### src/core_defines.svh
`ifndef CORE_DEFINES_SVH
`define CORE_DEFINES_SVH

// controller slots on the console
`define CORE_NUM_CONT        4

// event path sizing
`define CORE_EVT_FIFO_DEPTH  4
// receiver buffer entries, loaded as credits at reset
`define CORE_EVT_CREDITS     4

// bridge word offsets, key and joy take 4 bytes per controller
`define CORE_ADDR_MASK       32'h0000_0000
`define CORE_ADDR_KEY        32'h0000_0010
`define CORE_ADDR_JOY        32'h0000_0020
`define CORE_ADDR_CREDIT     32'h0000_0030

`endif

### src/core_pkg.sv
package core_pkg;

    //////////////////////////////////////////////////
    // plain vector types

    // dpad, face and shoulder buttons
    typedef logic [15:0] keys_t;
    // zero when nothing is plugged in
    typedef logic [3:0]  cont_type_t;
    // lstick x/y, rstick x/y, one byte each
    typedef logic [31:0] joy_t;
    // ltrig and rtrig
    typedef logic [15:0] trig_t;
    typedef logic [1:0]  cont_idx_t;
    typedef logic [2:0]  credit_t;

    //////////////////////////////////////////////////
    // grouped signals

    typedef struct packed {
        keys_t      keys;
        cont_type_t cont_type;
        joy_t       joy;
        trig_t      trig;
    } controller_t;

    typedef struct packed {
        cont_idx_t idx;
        keys_t     keys;
        joy_t      joy;
    } cont_event_t;

    typedef struct packed {
        logic [31:0] addr;
        logic        rd;
        logic        wr;
        logic [31:0] wr_data;
    } bridge_req_t;

    typedef enum logic {
        ARB_IDLE,
        ARB_GRANT
    } arb_state_t;

endpackage

### src/bridge_connect.sv
`include "core_defines.svh"

module bridge_connect import core_pkg::*; (
    input  logic                      clk_74a,
    input  logic                      arst_n,
    input  bridge_req_t               bridge_req,
    input  controller_t               controllers [`CORE_NUM_CONT],
    input  credit_t                   credits,
    output logic [`CORE_NUM_CONT-1:0] event_mask,
    output logic [31:0]               rd_data
);

    logic [31:0] base;
    logic        word_ok;
    cont_idx_t   sel;
    controller_t sel_cont;
    logic [31:0] rd_word;

    // 16-byte register block plus word slot inside it
    assign base     = {bridge_req.addr[31:4], 4'h0};
    assign word_ok  = (bridge_req.addr[1:0] == 2'b00);
    assign sel      = bridge_req.addr[3:2];
    assign sel_cont = controllers[sel];

    always_comb begin
        rd_word = '0;
        if (word_ok) begin
            case (base)
                `CORE_ADDR_MASK: begin
                    if (sel == '0) begin
                        rd_word = 32'(event_mask);
                    end
                end
                `CORE_ADDR_KEY:  rd_word = {sel_cont.cont_type, 12'h000, sel_cont.keys};
                `CORE_ADDR_JOY:  rd_word = sel_cont.joy;
                `CORE_ADDR_CREDIT: begin
                    if (sel == '0) begin
                        rd_word = 32'(credits);
                    end
                end
                default:         rd_word = '0;
            endcase
        end
    end

    // read data one cycle after rd, mask written one cycle after wr
    always_ff @(posedge clk_74a or negedge arst_n) begin
        if (!arst_n) begin
            event_mask <= '0;
            rd_data    <= '0;
        end else begin
            if (bridge_req.wr && (bridge_req.addr == `CORE_ADDR_MASK)) begin
                event_mask <= bridge_req.wr_data[`CORE_NUM_CONT-1:0];
            end
            if (bridge_req.rd) begin
                rd_data <= rd_word;
            end
        end
    end

endmodule

### src/controller_connect.sv
`include "core_defines.svh"

module controller_connect import core_pkg::*; (
    input  logic        clk_74a,
    input  logic        arst_n,
    input  logic [31:0] key,
    input  joy_t        joy,
    input  trig_t       trig,
    output controller_t controller
);

    controller_t unpacked;

    // key word layout: buttons in 15:0, type in 31:28
    // bits 27:16 carry nothing
    always_comb begin
        unpacked.keys      = key[15:0];
        unpacked.cont_type = key[31:28];
        unpacked.joy       = joy;
        unpacked.trig      = trig;
    end

    // one register stage from the pins
    always_ff @(posedge clk_74a or negedge arst_n) begin
        if (!arst_n) begin
            controller <= '0;
        end else begin
            controller <= unpacked;
        end
    end

endmodule

### src/core_top.sv
`include "core_defines.svh"

module core_top import core_pkg::*; (
    input  logic        clk_74a,
    input  logic        arst_n,

    // raw controller words from the console
    input  logic [31:0] cont_key  [`CORE_NUM_CONT],
    input  joy_t        cont_joy  [`CORE_NUM_CONT],
    input  trig_t       cont_trig [`CORE_NUM_CONT],

    // bridge bus, synchronous to clk_74a
    input  bridge_req_t bridge_req,
    output logic [31:0] bridge_rd_data,

    // event output with credit return
    output logic        evt_valid,
    output cont_event_t evt_data,
    input  logic        evt_credit
);

    controller_t               controllers [`CORE_NUM_CONT];
    logic [`CORE_NUM_CONT-1:0] event_mask;
    logic                      fifo_not_full;
    logic                      push;
    cont_event_t               arb_evt;
    credit_t                   credits;

    //////////////////////////////////////////////////
    // controller unpack

    for (genvar i = 0; i < `CORE_NUM_CONT; i++) begin : g_con
        controller_connect con (
            .clk_74a    (clk_74a       ),
            .arst_n     (arst_n        ),
            .key        (cont_key[i]   ),
            .joy        (cont_joy[i]   ),
            .trig       (cont_trig[i]  ),
            .controller (controllers[i])
        );
    end

    //////////////////////////////////////////////////
    // event path

    input_event_arbiter arb (
        .clk_74a       (clk_74a      ),
        .arst_n        (arst_n       ),
        .controllers   (controllers  ),
        .event_mask    (event_mask   ),
        .fifo_not_full (fifo_not_full),
        .push          (push         ),
        .evt           (arb_evt      )
    );

    event_credit_tx ctx (
        .clk_74a       (clk_74a      ),
        .arst_n        (arst_n       ),
        .push          (push         ),
        .evt           (arb_evt      ),
        .fifo_not_full (fifo_not_full),
        .credits       (credits      ),
        .evt_valid     (evt_valid    ),
        .evt_data      (evt_data     ),
        .evt_credit    (evt_credit   )
    );

    // host access to mask, snapshots and credits
    bridge_connect bc (
        .clk_74a     (clk_74a       ),
        .arst_n      (arst_n        ),
        .bridge_req  (bridge_req    ),
        .controllers (controllers   ),
        .credits     (credits       ),
        .event_mask  (event_mask    ),
        .rd_data     (bridge_rd_data)
    );

endmodule

### src/event_credit_tx.sv
`include "core_defines.svh"

module event_credit_tx import core_pkg::*; (
    input  logic        clk_74a,
    input  logic        arst_n,
    input  logic        push,
    input  cont_event_t evt,
    output logic        fifo_not_full,
    output credit_t     credits,
    output logic        evt_valid,
    output cont_event_t evt_data,
    input  logic        evt_credit
);

    localparam int DEPTH = `CORE_EVT_FIFO_DEPTH;
    localparam int PTR_W = $clog2(DEPTH);
    localparam int CNT_W = $clog2(DEPTH + 1);

    cont_event_t      fifo_mem [DEPTH];
    logic [PTR_W-1:0] wr_ptr;
    logic [PTR_W-1:0] rd_ptr;
    logic [CNT_W-1:0] count;
    logic             wr_en;
    logic             rd_en;

    //////////////////////////////////////////////////
    // event fifo

    assign fifo_not_full = (count != CNT_W'(DEPTH));
    assign wr_en         = push && fifo_not_full;

    // head goes out as soon as a credit is available
    assign evt_valid = (count != '0) && (credits != '0);
    assign rd_en     = evt_valid;
    assign evt_data  = fifo_mem[rd_ptr];

    always_ff @(posedge clk_74a) begin
        if (wr_en) begin
            fifo_mem[wr_ptr] <= evt;
        end
    end

    always_ff @(posedge clk_74a or negedge arst_n) begin
        if (!arst_n) begin
            wr_ptr <= '0;
            rd_ptr <= '0;
            count  <= '0;
        end else begin
            if (wr_en) begin
                wr_ptr <= wr_ptr + PTR_W'(1);
            end
            if (rd_en) begin
                rd_ptr <= rd_ptr + PTR_W'(1);
            end
            case ({wr_en, rd_en})
                2'b10:   count <= count + CNT_W'(1);
                2'b01:   count <= count - CNT_W'(1);
                default: count <= count;
            endcase
        end
    end

    //////////////////////////////////////////////////
    // credit counter

    // one spent per transfer, one back per receiver pulse
    always_ff @(posedge clk_74a or negedge arst_n) begin
        if (!arst_n) begin
            credits <= credit_t'(`CORE_EVT_CREDITS);
        end else begin
            case ({rd_en, evt_credit})
                2'b10:   credits <= credits - credit_t'(1);
                2'b01:   credits <= credits + credit_t'(1);
                default: credits <= credits;
            endcase
        end
    end

endmodule

### src/input_event_arbiter.sv
`include "core_defines.svh"

module input_event_arbiter import core_pkg::*; (
    input  logic                      clk_74a,
    input  logic                      arst_n,
    input  controller_t               controllers [`CORE_NUM_CONT],
    input  logic [`CORE_NUM_CONT-1:0] event_mask,
    input  logic                      fifo_not_full,
    output logic                      push,
    output cont_event_t               evt
);

    keys_t                     last_keys [`CORE_NUM_CONT];
    joy_t                      last_joy  [`CORE_NUM_CONT];
    logic [`CORE_NUM_CONT-1:0] pending;
    logic                      any_pending;
    arb_state_t                state;
    cont_idx_t                 rr_ptr;
    cont_idx_t                 grant_idx;
    cont_idx_t                 next_idx;

    //////////////////////////////////////////////////
    // change detection

    // pending while the live state differs from what was last sent
    always_comb begin
        for (int i = 0; i < `CORE_NUM_CONT; i++) begin
            pending[i] = event_mask[i]
                && (controllers[i].cont_type != '0)
                && ((controllers[i].keys != last_keys[i])
                    || (controllers[i].joy != last_joy[i]));
        end
    end

    assign any_pending = |pending;

    // first pending controller at or after the pointer
    always_comb begin
        cont_idx_t cand;
        next_idx = rr_ptr;
        for (int k = `CORE_NUM_CONT - 1; k >= 0; k--) begin
            cand = rr_ptr + cont_idx_t'(k);
            if (pending[cand]) begin
                next_idx = cand;
            end
        end
    end

    //////////////////////////////////////////////////
    // grant and push

    // re-check in grant, the input may have moved back in the meantime
    assign push = (state == ARB_GRANT) && pending[grant_idx] && fifo_not_full;

    // newest state of the granted slot
    assign evt = '{
        idx:  grant_idx,
        keys: controllers[grant_idx].keys,
        joy:  controllers[grant_idx].joy
    };

    always_ff @(posedge clk_74a or negedge arst_n) begin
        if (!arst_n) begin
            state     <= ARB_IDLE;
            rr_ptr    <= '0;
            grant_idx <= '0;
            for (int i = 0; i < `CORE_NUM_CONT; i++) begin
                last_keys[i] <= '0;
                last_joy[i]  <= '0;
            end
        end else begin
            case (state)
                ARB_IDLE: begin
                    if (any_pending && fifo_not_full) begin
                        grant_idx <= next_idx;
                        state     <= ARB_GRANT;
                    end
                end
                ARB_GRANT: begin
                    if (push) begin
                        last_keys[grant_idx] <= controllers[grant_idx].keys;
                        last_joy[grant_idx]  <= controllers[grant_idx].joy;
                        rr_ptr               <= grant_idx + cont_idx_t'(1);
                    end
                    state <= ARB_IDLE;
                end
                default: state <= ARB_IDLE;
            endcase
        end
    end

endmodule

### config.mk
export PLATFORM = sky130hd
export DESIGN_NAME = core_top
export DESIGN_NICKNAME = d
export VERILOG_FILES = /design/src/core_pkg.sv /design/src/bridge_connect.sv /design/src/controller_connect.sv /design/src/core_top.sv /design/src/event_credit_tx.sv /design/src/input_event_arbiter.sv
export VERILOG_INCLUDE_DIRS = /design/src /design/src/src
export SDC_FILE = /design/constraint.sdc
export NUM_CORES = 1
export LEC_CHECK = 0
export BUFFER_PORTS_ARGS = -buffer_cell sky130_fd_sc_hd__buf_2
export CAP_MARGIN = 15
export CORE_AREA = 8 8 240 242
export DETAILED_ROUTE_END_ITERATION = 8
export DIE_AREA = 0 0 248 250
export PLACE_DENSITY_LB_ADDON = 0.12
export SLEW_MARGIN = 20
export SYNTH_ARGS = -nofsm -noshare
export SYNTH_HDL_FRONTEND = slang
export SYNTH_SLANG_ARGS = --single-unit
### constraint.sdc
create_clock -name clk_74a -period 10.2 [get_ports clk_74a]
set_input_delay 0.51 -clock clk_74a [delete_from_list [all_inputs] [get_ports clk_74a]]
set_output_delay 0.51 -clock clk_74a [all_outputs]
set_load 0.03 [all_outputs]
==> results of run 1 <==
[Yosys cell counts, types with 2 or more instances]
library cell	instances
dfrtp_1	450
edfxtp_1	200
mux4_2	150
xnor2_1	149
mux2_2	121
mux2_1	80
inv_1	55
xor2_1	52
nand4_1	41
o22ai_1	33
clkbuf_1	28
nor4_1	28
buf_1	18
a32oi_1	16
nor2_1	12
buf_2	11
ha_1	10
buf_6	8
nand2_1	8
and3_1	6
nand3_1	5
o41ai_1	5
a221oi_1	4
buf_4	4
nand2b_1	4
nor2b_1	4
nor3_1	4
a22o_1	3
o21ai_0	3
a31o_2	2
fa_1	2
[path summary, 6_finish.rpt]
check	slack (ns)	from	to
worst max-delay path	6.08	g_con[0].con.controller[55]	arb.last_joy[68]
worst min-delay path	0.02	arst_n	arb.last_keys[30]
worst max register to register	6.08	g_con[0].con.controller[55]	arb.last_joy[68]
worst min register to register	0.51	arb.last_joy[16]	arb.last_joy[16]
max in group asynchronous	8.52	arst_n	ctx.rd_ptr[1]
min in group clk_74a	0.02	cont_joy[10]	g_con[3].con.controller[26]
[worst max-delay path, delay by kind of cell, from the launching register on]
| family | cells | cell delay, ns |
|---|---|---|
| flip-flops | 1 | 0.43 |
| XOR/XNOR | 1 | 0.49 |
| buffers and inverters | 1 | 0.29 |
| AND/OR/NAND/NOR | 3 | 1.69 |
| multiplexers | 1 | 0.41 |
| AO/OA/AOI/OAI | 3 | 0.61 |
[layout by cell type (no fill, tap or decap), drive strengths merged, types with 2 or more instances in the layout]
cell / instances
nor3: 5
a32oi: 16
fa: 2
ha: 10
xor2: 52
nand2b: 4
buf: 349
nand4: 41
inv: 62
edfxtp: 200
mux4: 150
a221oi: 4
xnor2: 149
clkbuf: 94
nor2b: 4
clkinv: 21
o41ai: 5
nor2: 12
nor4: 28
bufinv: 5
dlygate4sd3: 124
nand3: 5
dfrtp: 450
o21ai: 3
mux2: 201
and3: 6
o22ai: 33
a22o: 3
nand2: 8
a31o: 2
[layer usage]
layer / vias to the layer above / global-route usage (%) / routed length (um)
met2: 582 / 42.3 / 39800
met1: 8611 / 36.3 / 34000
met3: 123 / 5.19 / 5140
met4: 0 / 8.73 / 2810
li1: 6733 / - / -
met5: - / 0 / 0
[cells by family after synthesis]
| family | synth area share, % |
|---|---|
| XOR/XNOR | 6.61 |
| flip-flops | 64.9 |
| AND/OR/NAND/NOR | 2.46 |
| multiplexers | 21.2 |
| adder cells (fa/ha/maj) | 0.620 |
| buffers and inverters | 2.08 |
| AO/OA/AOI/OAI | 2.13 |
[repair_timing]
| action | CTS | global route |
|---|---|---|
| hold buffers | 120 | 4 |
| endpoints found under the hold margin | 120 | 4 |
| endpoints found under the setup margin | 0 | 0 |
| gates resized for setup | 0 | 0 |
[stage by stage]
stage	util [%]	setup slack [ns]	total power, mW	hold slack, ns
global placement	54.3	6.18	3.13	0.494
finish	60.7	6.08	5.60	0.0183
global route	60.7	5.90	5.76	0.000716
floorplan	-	6.15	2.95	0.214
CTS	60.7	6.15	5.63	0.0000426
detailed placement	54.3	6.16	3.14	0.501
[area by class of cell]
cell class	instances	share of cell area (%)
Multi-Input combinational cell	755	27.3
Sequential cell	651	53.3
Antenna cell	1	0.00770
Clock buffer	94	5.84
Inverter	55	0.635
Tap cell	696	2.68
Clock inverter	33	0.928
Timing Repair Buffer	473	9.38
[sequential cells by signal, summed over array words and instances, names as in the netlist]
name                  cells
g_con.con.controller    208
ctx.fifo_mem            200
arb.last_joy            128
arb.last_keys            64
bc.rd_data               32
bc.event_mask             4
ctx.count                 3
ctx.credits               3
arb.grant_idx             2
arb.rr_ptr                2
ctx.rd_ptr                2
ctx.wr_ptr                2
arb.state                 1
[power breakdown]
| part | leakage, nW | switching, mW | total (mW) | internal (mW) |
|---|---|---|---|---|
| registers | 7.58 | 0.0649 | 2.81 | 2.74 |
| logic | 5.09 | 0.171 | 0.318 | 0.147 |
| clock network | 1.08 | 1.03 | 2.47 | 1.44 |
| total | 13.8 | 1.27 | 5.60 | 4.33 |
==> results by group, run 1 <==
Synth
  • Mean Syn Cell Area: 17.4 um^2
  • Post-synth EDFFs: 200
  • Mapped cell area: 26600 um^2
  • Yosys warns: 0
  • Yosys cell types: 45
  • Post-synth top area cell: dfrtp_1
  • Register area share after synthesis: between 60% and 70%
  • Synth area leaders: dfrtp_1 (42%), edfxtp_1 (23%), mux4_2 (13%)
  • Post-synth ARST share: between 60 and 70%
  • Yosys top cell area share: about 42%
  • Post-Syn Nets: just under 2000
  • Synth Instances: 1530
  • Yosys reg bits: between 600 and 700
  • Ys flop type: dfrtp_1

Power and ir drop
  • Max IR drop VDD: 114 uV
  • Power density cells: ~170 nW/um^2
  • Leak Pwr: 13.8 nW

STA
  • RSZ-0062 raised after global routing: no
  • Minimum clock period: 4.12 ns
  • FMAX: 0.243 GHz
  • Worst-Margin Slew: 1.07 ns
  • Slew margin rel.: around 28%
  • Hold Vio Cnt, Final: 0
  • Max-slew violations: 0
  • Setup TNS: 0 ns
  • Clk_skew: between 0.02 and 0.03 ns
  • Final setup violation count: 0
  • Final Cycle Share: 40.3%

Layout
  • Multi-input logic area: 8860 um^2
  • Fillers: 3984
  • Proportion of layout cells with a drive suffix above 1: 35.7%
  • Final cell count without fillers: 2758
  • Final nets: 2406
  • Layout area overhead: 22.0%
  • Final Instance Area: 32500 um^2
  • Register Area: ~17000 um^2

Place
  • Post-DP HPWL: 56200 um
  • Global placement routability congestion: 0.895
  • Post-DP Area: 29100 um^2
  • Port bufs: 331
  • Placed cell count: between 2000 and 3000

CTS
  • Clock latency on the worst-skew pair: 0.61 ns
  • CTS sink cnt: 651
  • CTS Root Cell: clkbuf_16
  • CTS Buf Count: 69
  • H-Tree Depth: 3
  • TritonCTS clock tree: built
  • Post-CTS Setup Bufs: 0
  • CTS max path bufs: 3
  • CTS clk-pin slew, worst paths: 0.06 ns

GRT
  • Grt total ovfl: 0
  • Initial antenna violation count: 0
  • GRT Util Overall: around a quarter
  • First-pass GRT wire length: around 120000 um
  • Vias in the first global route: 17000
  • Pin count of the biggest net entering global routing: 126

Route
  • Routed vias: 16000
  • WL per Instance: 29.6 um
  • DRC violations left: 0
  • Drt total wl: 81800 um
  • Number of detailed-route iterations in the first pass: 5
  • Vias per cell: between 5 and 6
  • DR iter-0 viols: 1306
  • Final ANT Viol Nets: 0

Die
  • Die Y: 250 um
  • I/O pin count: 472
  • Die width: 248 um
  • Total die area: 62000 um^2
  • Initial core utilization: 49.8%
  • Cell row count: 85
  • Core Region: 53500 um^2

Setup path
  • Reg2reg path depth: 9
  • Worst-path fanout max: 48
  • WS Path Type: flip-flop to flip-flop
  • Crit. End Element: flip-flop
  • WP data arrival: 4.59 ns
  • Crit-path max cell delay: 0.77 ns
  • CP Launch Type: flip-flop
  • Worst Path Required: 10.68 ns
  • CP Cell Sequence: xnor2_1 -> nand4_1 -> nor4_1 -> a31oi_1 -> o2bb2ai_1 -> a211oi_2 -> buf_4 -> nand2b_4 -> mux2_2
  • Slowest CP cell: nand2b_4

Status
  • Status: complete, no violations

Flow run
  • Number of max-cap violations: 0

Worst hold path
  • Worst hold path type: input pin to async pin
(Power assumes the default switching activity.)
==> inputs of run 2 (changes only) <==
clock period = 4.25 ns   (was 10.2 ns; I/O delays follow)
==> run 2 against run 1 <==
Clock-buffer cell count up 5. First-iteration DRC count up 16%. Global-route usage up 0.93 points. Die area unchanged. Sequential share of layout area down 2.2 points. Register-to-register slack worse by 5.5 ns. Clock power rose to 2.5 times the previous value. Critical path depth up 1. Clock skew down 0.0057 ns. Combinational power rose to 2.6 times the previous value. Largest cell class unchanged.
==> results by group, run 2 (same netlist as run 1, synthesis figures left out) <==
Status
  • Status: complete, no violations

Layout
  • Layout area overhead: 27.1%
  • Commonest cells after routing, fill and taps aside: dfrtp_1 (446), buf_2 (329), dlygate4sd3_1 (216), edfxtp_1 (200), mux4_2 (150)
  • Largest Register: g_con.con.controller
  • Proportion of layout cells with a drive suffix above 1: between 30% and 40%
  • Biggest registers after layout: g_con.con.controller x208, ctx.fifo_mem x200, arb.last_joy x128
  • Final nets: around 2500
  • Max FFs per register: between 200 and 250
  • Most common cell after layout, fill and taps aside: dfrtp_1

STA
  • Setup TNS: 0 ns
  • Minimum clock period: 3.64 ns
  • Final Cycle Share: roughly 86%
  • Final setup violation count: 0
  • Hold Slack: 0.0726 ns
  • RSZ-0062 raised after global routing: no
  • Clk_skew: 0.0194 ns
  • Slew margin rel.: 35.1%
  • FMAX: 0.274 GHz
  • Hold Vio Cnt, Final: 0
  • Max-slew violations: 0
  • Worst-Margin Slew: 0.961 ns

Route
  • Drt total wl: 84100 um
  • DR iter-0 viols: around 1500
  • DRC violations left: 0
  • Vias per cell: between 5 and 6
  • Number of detailed-route iterations in the first pass: 5
  • Final ANT Viol Nets: 0
  • WL per Instance: just under 30 um
  • Routed vias: 16400

Place
  • Post-DP HPWL: 57400 um
  • Global placement routability congestion: 0.921
  • Port bufs: 331

Setup path
  • Slowest CP cell: xnor2_1
  • FF-to-FF setup slack: around 0.61 ns
  • Worst-path fanout max: 14
  • CP Launch Type: flip-flop
  • Top delay family on crit path: simple AND/OR/NAND/NOR gates
  • Worst Path Required: 4.74 ns
  • CP Cell Sequence: xnor2_1 -> nand4_1 -> nor4_1 -> a31o_2 -> nor3_1 -> a211oi_2 -> buf_4 -> ha_1 -> fa_1 -> mux2_2
  • WP data arrival: between 4 and 5 ns
  • WP buf/inv: 1
  • Crit. End Element: flip-flop
  • Crit-path max cell delay: 0.50 ns
  • WS Path Type: flip-flop to flip-flop

Die
  • Die width: 248 um
  • Total die area: approximately 62000 um^2
  • Cell row count: 85
  • Initial core utilization: 49.8%
  • Core Region: 53500 um^2
  • Die Y: 250 um
  • I/O pin count: 472

CTS
  • CTS max path bufs: 3
  • CTS-repair resized insts: 0
  • TritonCTS clock tree: built
  • Post-CTS Setup Bufs: 0
  • CTS Buf Count: 70
  • CTS clk-pin slew, worst paths: ~0.060 ns
  • H-Tree Depth: 3
  • CTS Root Cell: clkbuf_16
  • CTS sink cnt: 651
  • Clock latency on the worst-skew pair: 0.61 ns

GRT
  • Vias in the first global route: 17600
  • Initial antenna violation count: 1
  • Grt total ovfl: 0
  • First-pass GRT wire length: 122000 um
  • GRT Util Overall: a little over a quarter
  • Pin count of the biggest net entering global routing: 118

Power and ir drop
  • Power density cells: roughly 410 nW/um^2
  • Max IR drop VDD: ~470 uV
  • Leak Pwr: approximately 14 nW

Worst hold path
  • Worst hold path type: input pin to flip-flop

Flow run
  • Number of max-cap violations: 0
run 2: cell count changes in the layout (fill, tap and decap cells not counted), sizes merged:
cell         delta
inv             -3
diode           +1
clkbuf          +5
buf            +20
dlygate4sd3    +92
clkinv          -6
clkinvlp        +2
bufinv          +3
run 2: worst min-delay path, stage by stage:
cell,delay (ns)
buf_2,0.10
nand3_1,0.16
mux2_2,0.18
run 2: final timing paths:
kind / end / from / depth (start not counted)
worst max register to register: ctx.count[1] / g_con[2].con.controller[18] / 10
max in group asynchronous: arb.last_joy[74] / arst_n / 3
worst max-delay path: ctx.count[1] / g_con[2].con.controller[18] / 10
min in group asynchronous: g_con[3].con.controller[62] / arst_n / 2
worst min-delay path: bc.event_mask[2] / bridge_req[32] / 3
worst min register to register: arb.last_joy[22] / arb.last_joy[22] / 1
run 2: final cells by class:
class	count	area, um^2
diodes	2	5.00
clock buffers	99	2000
clock inverters	29	360
fillers	3875	19600
inverters	55	206
multi-input cells	755	8840
flip-flops and latches	651	17300
well taps	696	871
repair buffers	585	4290
run 2: where the power goes:
part	switching [mW]	internal (mW)
sequential	0.162	6.58
clock	2.49	3.77
combinational	0.427	0.413
total	3.08	10.8
run 2: repair_timing:
item / 4_1_cts / 5_1_grt
setup endpoints to repair: 0 / 0
endpoints found under the hold margin: 327 / 0
hold buffers: 216 / 0
run 2: metrics by stage:
| step | instance area [um^2] | instances | setup slack (ns) | total power [mW] | utilization, % |
|---|---|---|---|---|---|
| 2_1_floorplan | 26600 | 1530 | 0.203 | 7.07 | - |
| 6_report | 33900 | 2872 | 0.606 | 13.9 | 63.3 |
| 4_1_cts | 33900 | 2870 | 0.740 | 13.9 | 63.3 |
| 3_5_place_dp | 29400 | 2526 | 0.773 | 7.54 | 54.9 |
| 5_1_grt | 33900 | 2871 | 0.547 | 14.2 | 63.3 |
| 3_3_place_gp | 29400 | 2526 | 0.803 | 7.52 | 54.9 |
run 2: routing by layer:
metal / vias up / track usage, % / wire length [um]
met2: 597 / 45.1 / 41900
met4: 0 / 8.07 / 2640
met3: 140 / 4.88 / 5320
li1: 6951 / - / -
met5: - / 0 / 0
met1: 8722 / 37.1 / 34300
==> inputs of run 3 (changes only) <==
CELL_PAD_IN_SITES_DETAIL_PLACEMENT = 0   (was unset)
CELL_PAD_IN_SITES_GLOBAL_PLACEMENT = 1   (was unset)
CORE_AREA = 8 8 254 256   (was 8 8 240 242)
DIE_AREA = 0 0 262 264   (was 0 0 248 250)
SYNTH_HIERARCHICAL = 1   (was unset)
==> run 3 against run 2 <==
Die area rose by 12%. Register-to-register slack improved by 0.06 ns. Cell area grew 1.4%. Hold slack improved by 0.051 ns. Synthesized cell count decreased by 2.2%. Sequential power barely moved. Global-route usage fell by 2.3 points. Critical path depth shrank 1. Area after synthesis grew 1.4%. Clock power up 4.0%. Critical endpoint is now arb/last_joy[127]. Highest routed layer unchanged.
==> results by group, run 3 <==
Status
  • Status: complete, no violations

Layout
  • Final cell count without fillers: 2942
  • Util after Layout: 56.5%
  • Final nets: 2492
  • Max FFs per register: about 210
  • Largest Register: g_con.con/controller
  • Proportion of layout cells with a drive suffix above 1: around two fifths
  • Commonest cells after routing, fill and taps aside: dfrtp_1 (446), buf_2 (329), dlygate4sd3_1 (214), edfxtp_1 (200), xnor2_1 (148)
  • Biggest registers after layout: g_con.con/controller x208, ctx/fifo_mem x200, arb/last_joy x128
  • Most common cell after layout, fill and taps aside: dfrtp_1
  • Layout area overhead: 27.1%

Setup path
  • WP buf/inv: 2
  • Crit-path max cell delay: 0.70 ns
  • Crit. End Element: flip-flop
  • Slowest CP cell: a21boi_4
  • Top delay family on crit path: compound AO/OA/AOI/OAI gates
  • Worst Path Required: 4.74 ns
  • CP Cell Sequence: xor2_1 -> nor4_1 -> nand4_1 -> o31a_1 -> a22oi_4 -> buf_4 -> a21boi_4 -> buf_4 -> mux2_2
  • Reg2reg path depth: 9
  • RR Endpoint: arb/last_joy[127]
  • Worst-path fanout max: 18
  • Worst path most repeated cell: buf_4
  • WP data arrival: 4.08 ns
  • RR Startpoint: g_con[1].con/controller[18]
  • FF-to-FF setup slack: 0.66 ns
  • WS Path Type: flip-flop to flip-flop
  • CP Launch Type: flip-flop

STA
  • Final Cycle Share: 84.4%
  • Worst-Margin Slew: around 1.0 ns
  • Final setup violation count: 0
  • Hold Slack: 0.123 ns
  • RSZ-0062 raised after global routing: no
  • Slew margin rel.: 31.7%
  • Clk_skew: 0.0176 ns
  • FMAX: approximately 0.28 GHz
  • Setup TNS: 0 ns
  • Max-slew violations: 0
  • Minimum clock period: approximately 3.6 ns
  • Hold Vio Cnt, Final: 0

GRT
  • First-pass GRT wire length: approximately 120000 um
  • Initial antenna violation count: 1
  • Pin count of the biggest net entering global routing: 116
  • Vias in the first global route: ~18000
  • Grt total ovfl: 0
  • GRT Util Overall: 25.1%

Route
  • Vias per cell: roughly 5.5
  • Final ANT Viol Nets: 0
  • DR iter-0 viols: 998
  • DRC violations left: 0
  • Drt total wl: 85700 um
  • Routed vias: 16200
  • Number of detailed-route iterations in the first pass: 7
  • WL per Instance: 29.1 um

Die
  • Total die area: between 60000 and 70000 um^2
  • I/O pin count: between 400 and 500
  • Core Region: a little over 60000 um^2
  • Die width: 262 um
  • Cell row count: between 90 and 100
  • Die Y: roughly 260 um
  • Initial core utilization: ~44%

Power and ir drop
  • Clk network pwr share: 46.2%
  • Switching Fraction: 22.0%
  • Leak Pwr: 14.3 nW
  • Logic pwr share: 6.0%
  • Int Pwr: around 11 mW
  • Sequential share of power: 47.8%
  • Max IR drop VDD: 328 uV
  • Switch Pwr: 3.11 mW
  • Power density cells: 411 nW/um^2

Worst hold path
  • Worst hold path type: input pin to flip-flop
  • Hold endpoint: bc/event_mask[3]
  • Hold Crit Depth: 4
  • HP Start: bridge_req[32]

CTS
  • TritonCTS clock tree: built
  • H-Tree Depth: 3
  • Clock latency on the worst-skew pair: 0.61 ns
  • CTS Buf Count: 72
  • CTS max path bufs: 3
  • CTS clk-pin slew, worst paths: 0.06 ns
  • CTS sink cnt: 651
  • CTS Root Cell: clkbuf_16

Place
  • Post-DP HPWL: 59300 um
  • Global placement routability congestion: 0.902
  • Port bufs: 331
  • Placed cell count: 2593

Synth
  • Yosys warns: 6
  • Synth Instances: 1497
  • Mapped cell area: approximately 27000 um^2
  • Post-Syn Nets: 1898
  • Mean Syn Cell Area: roughly 18 um^2

Flow run
  • Number of max-cap violations: 0
[run 3: worst max-delay path by stage]
stage,startpoint,end,slack [ns],cells after the start
6_report,g_con[1].con/controller[18],arb/last_joy[127],0.66,9
3_3_place_gp,g_con[2].con/controller[21],ctx/count[1],0.71,11
5_1_grt,g_con[2].con/controller[21],ctx/count[1],0.37,11
2_1_floorplan,arb/last_joy[89],ctx/count[1],1.37,11
4_1_cts,g_con[2].con/controller[21],ctx/count[1],0.69,11
3_5_place_dp,g_con[2].con/controller[21],ctx/count[1],0.68,11
[run 3: worst reg2reg max path, delay by kind of cell, from the launching register on]
kind / cells / cell delay [ns]
flops: 1 / 0.41
simple gates: 2 / 0.43
compound gates: 3 / 1.10
mux: 1 / 0.36
buf+inv: 2 / 0.60
xor+xnor: 1 / 0.57
[run 3: area by class of cell]
cell class,instances,area (um^2)
clock inverter,26,304
sequential,651,17300
multi-input combinational,770,9360
tap,790,988
fill,4764,26400
clock buffer,108,2200
timing repair buffer,584,4150
antenna,1,2.50
inverter,12,45.0
[run 3: repair_timing]
item | CTS | global route
resized for setup | 0 | 0
setup buffers | 0 | 0
hold buffers | 214 | 0
endpoints found under the hold margin | 321 | 0
[run 3: metal layers]
layer / up-vias / global-route usage, % / part of all wire, %
li1: 6914 / - / -
met1: 8584 / 33.5 / 42
met2: 516 / 41.2 / 49
met3: 136 / 5.01 / 5.3
met4: 0 / 7.72 / 3.1
met5: - / 0 / 0
[run 3: stage by stage]
step / setup WS [ns] / power, mW / area [um^2]
4_1_cts: 0.688 / 14.2 / 34400
5_1_grt: 0.369 / 14.5 / 34400
3_5_place_dp: 0.685 / 7.55 / 29700
2_1_floorplan: 1.37 / 7.08 / 27000
6_report: 0.665 / 14.1 / 34400
3_3_place_gp: 0.711 / 7.54 / 29700
[run 3: power groups by stage]
stage               registers, mW  logic, mW  clock network (mW)
CTS                          6.74      0.856                6.64
detailed placement           6.86      0.698                   0
global route                 6.75      0.906                6.86
floorplan                    6.78      0.293                   0
global placement             6.85      0.688                   0
finish                       6.74      0.845                6.52
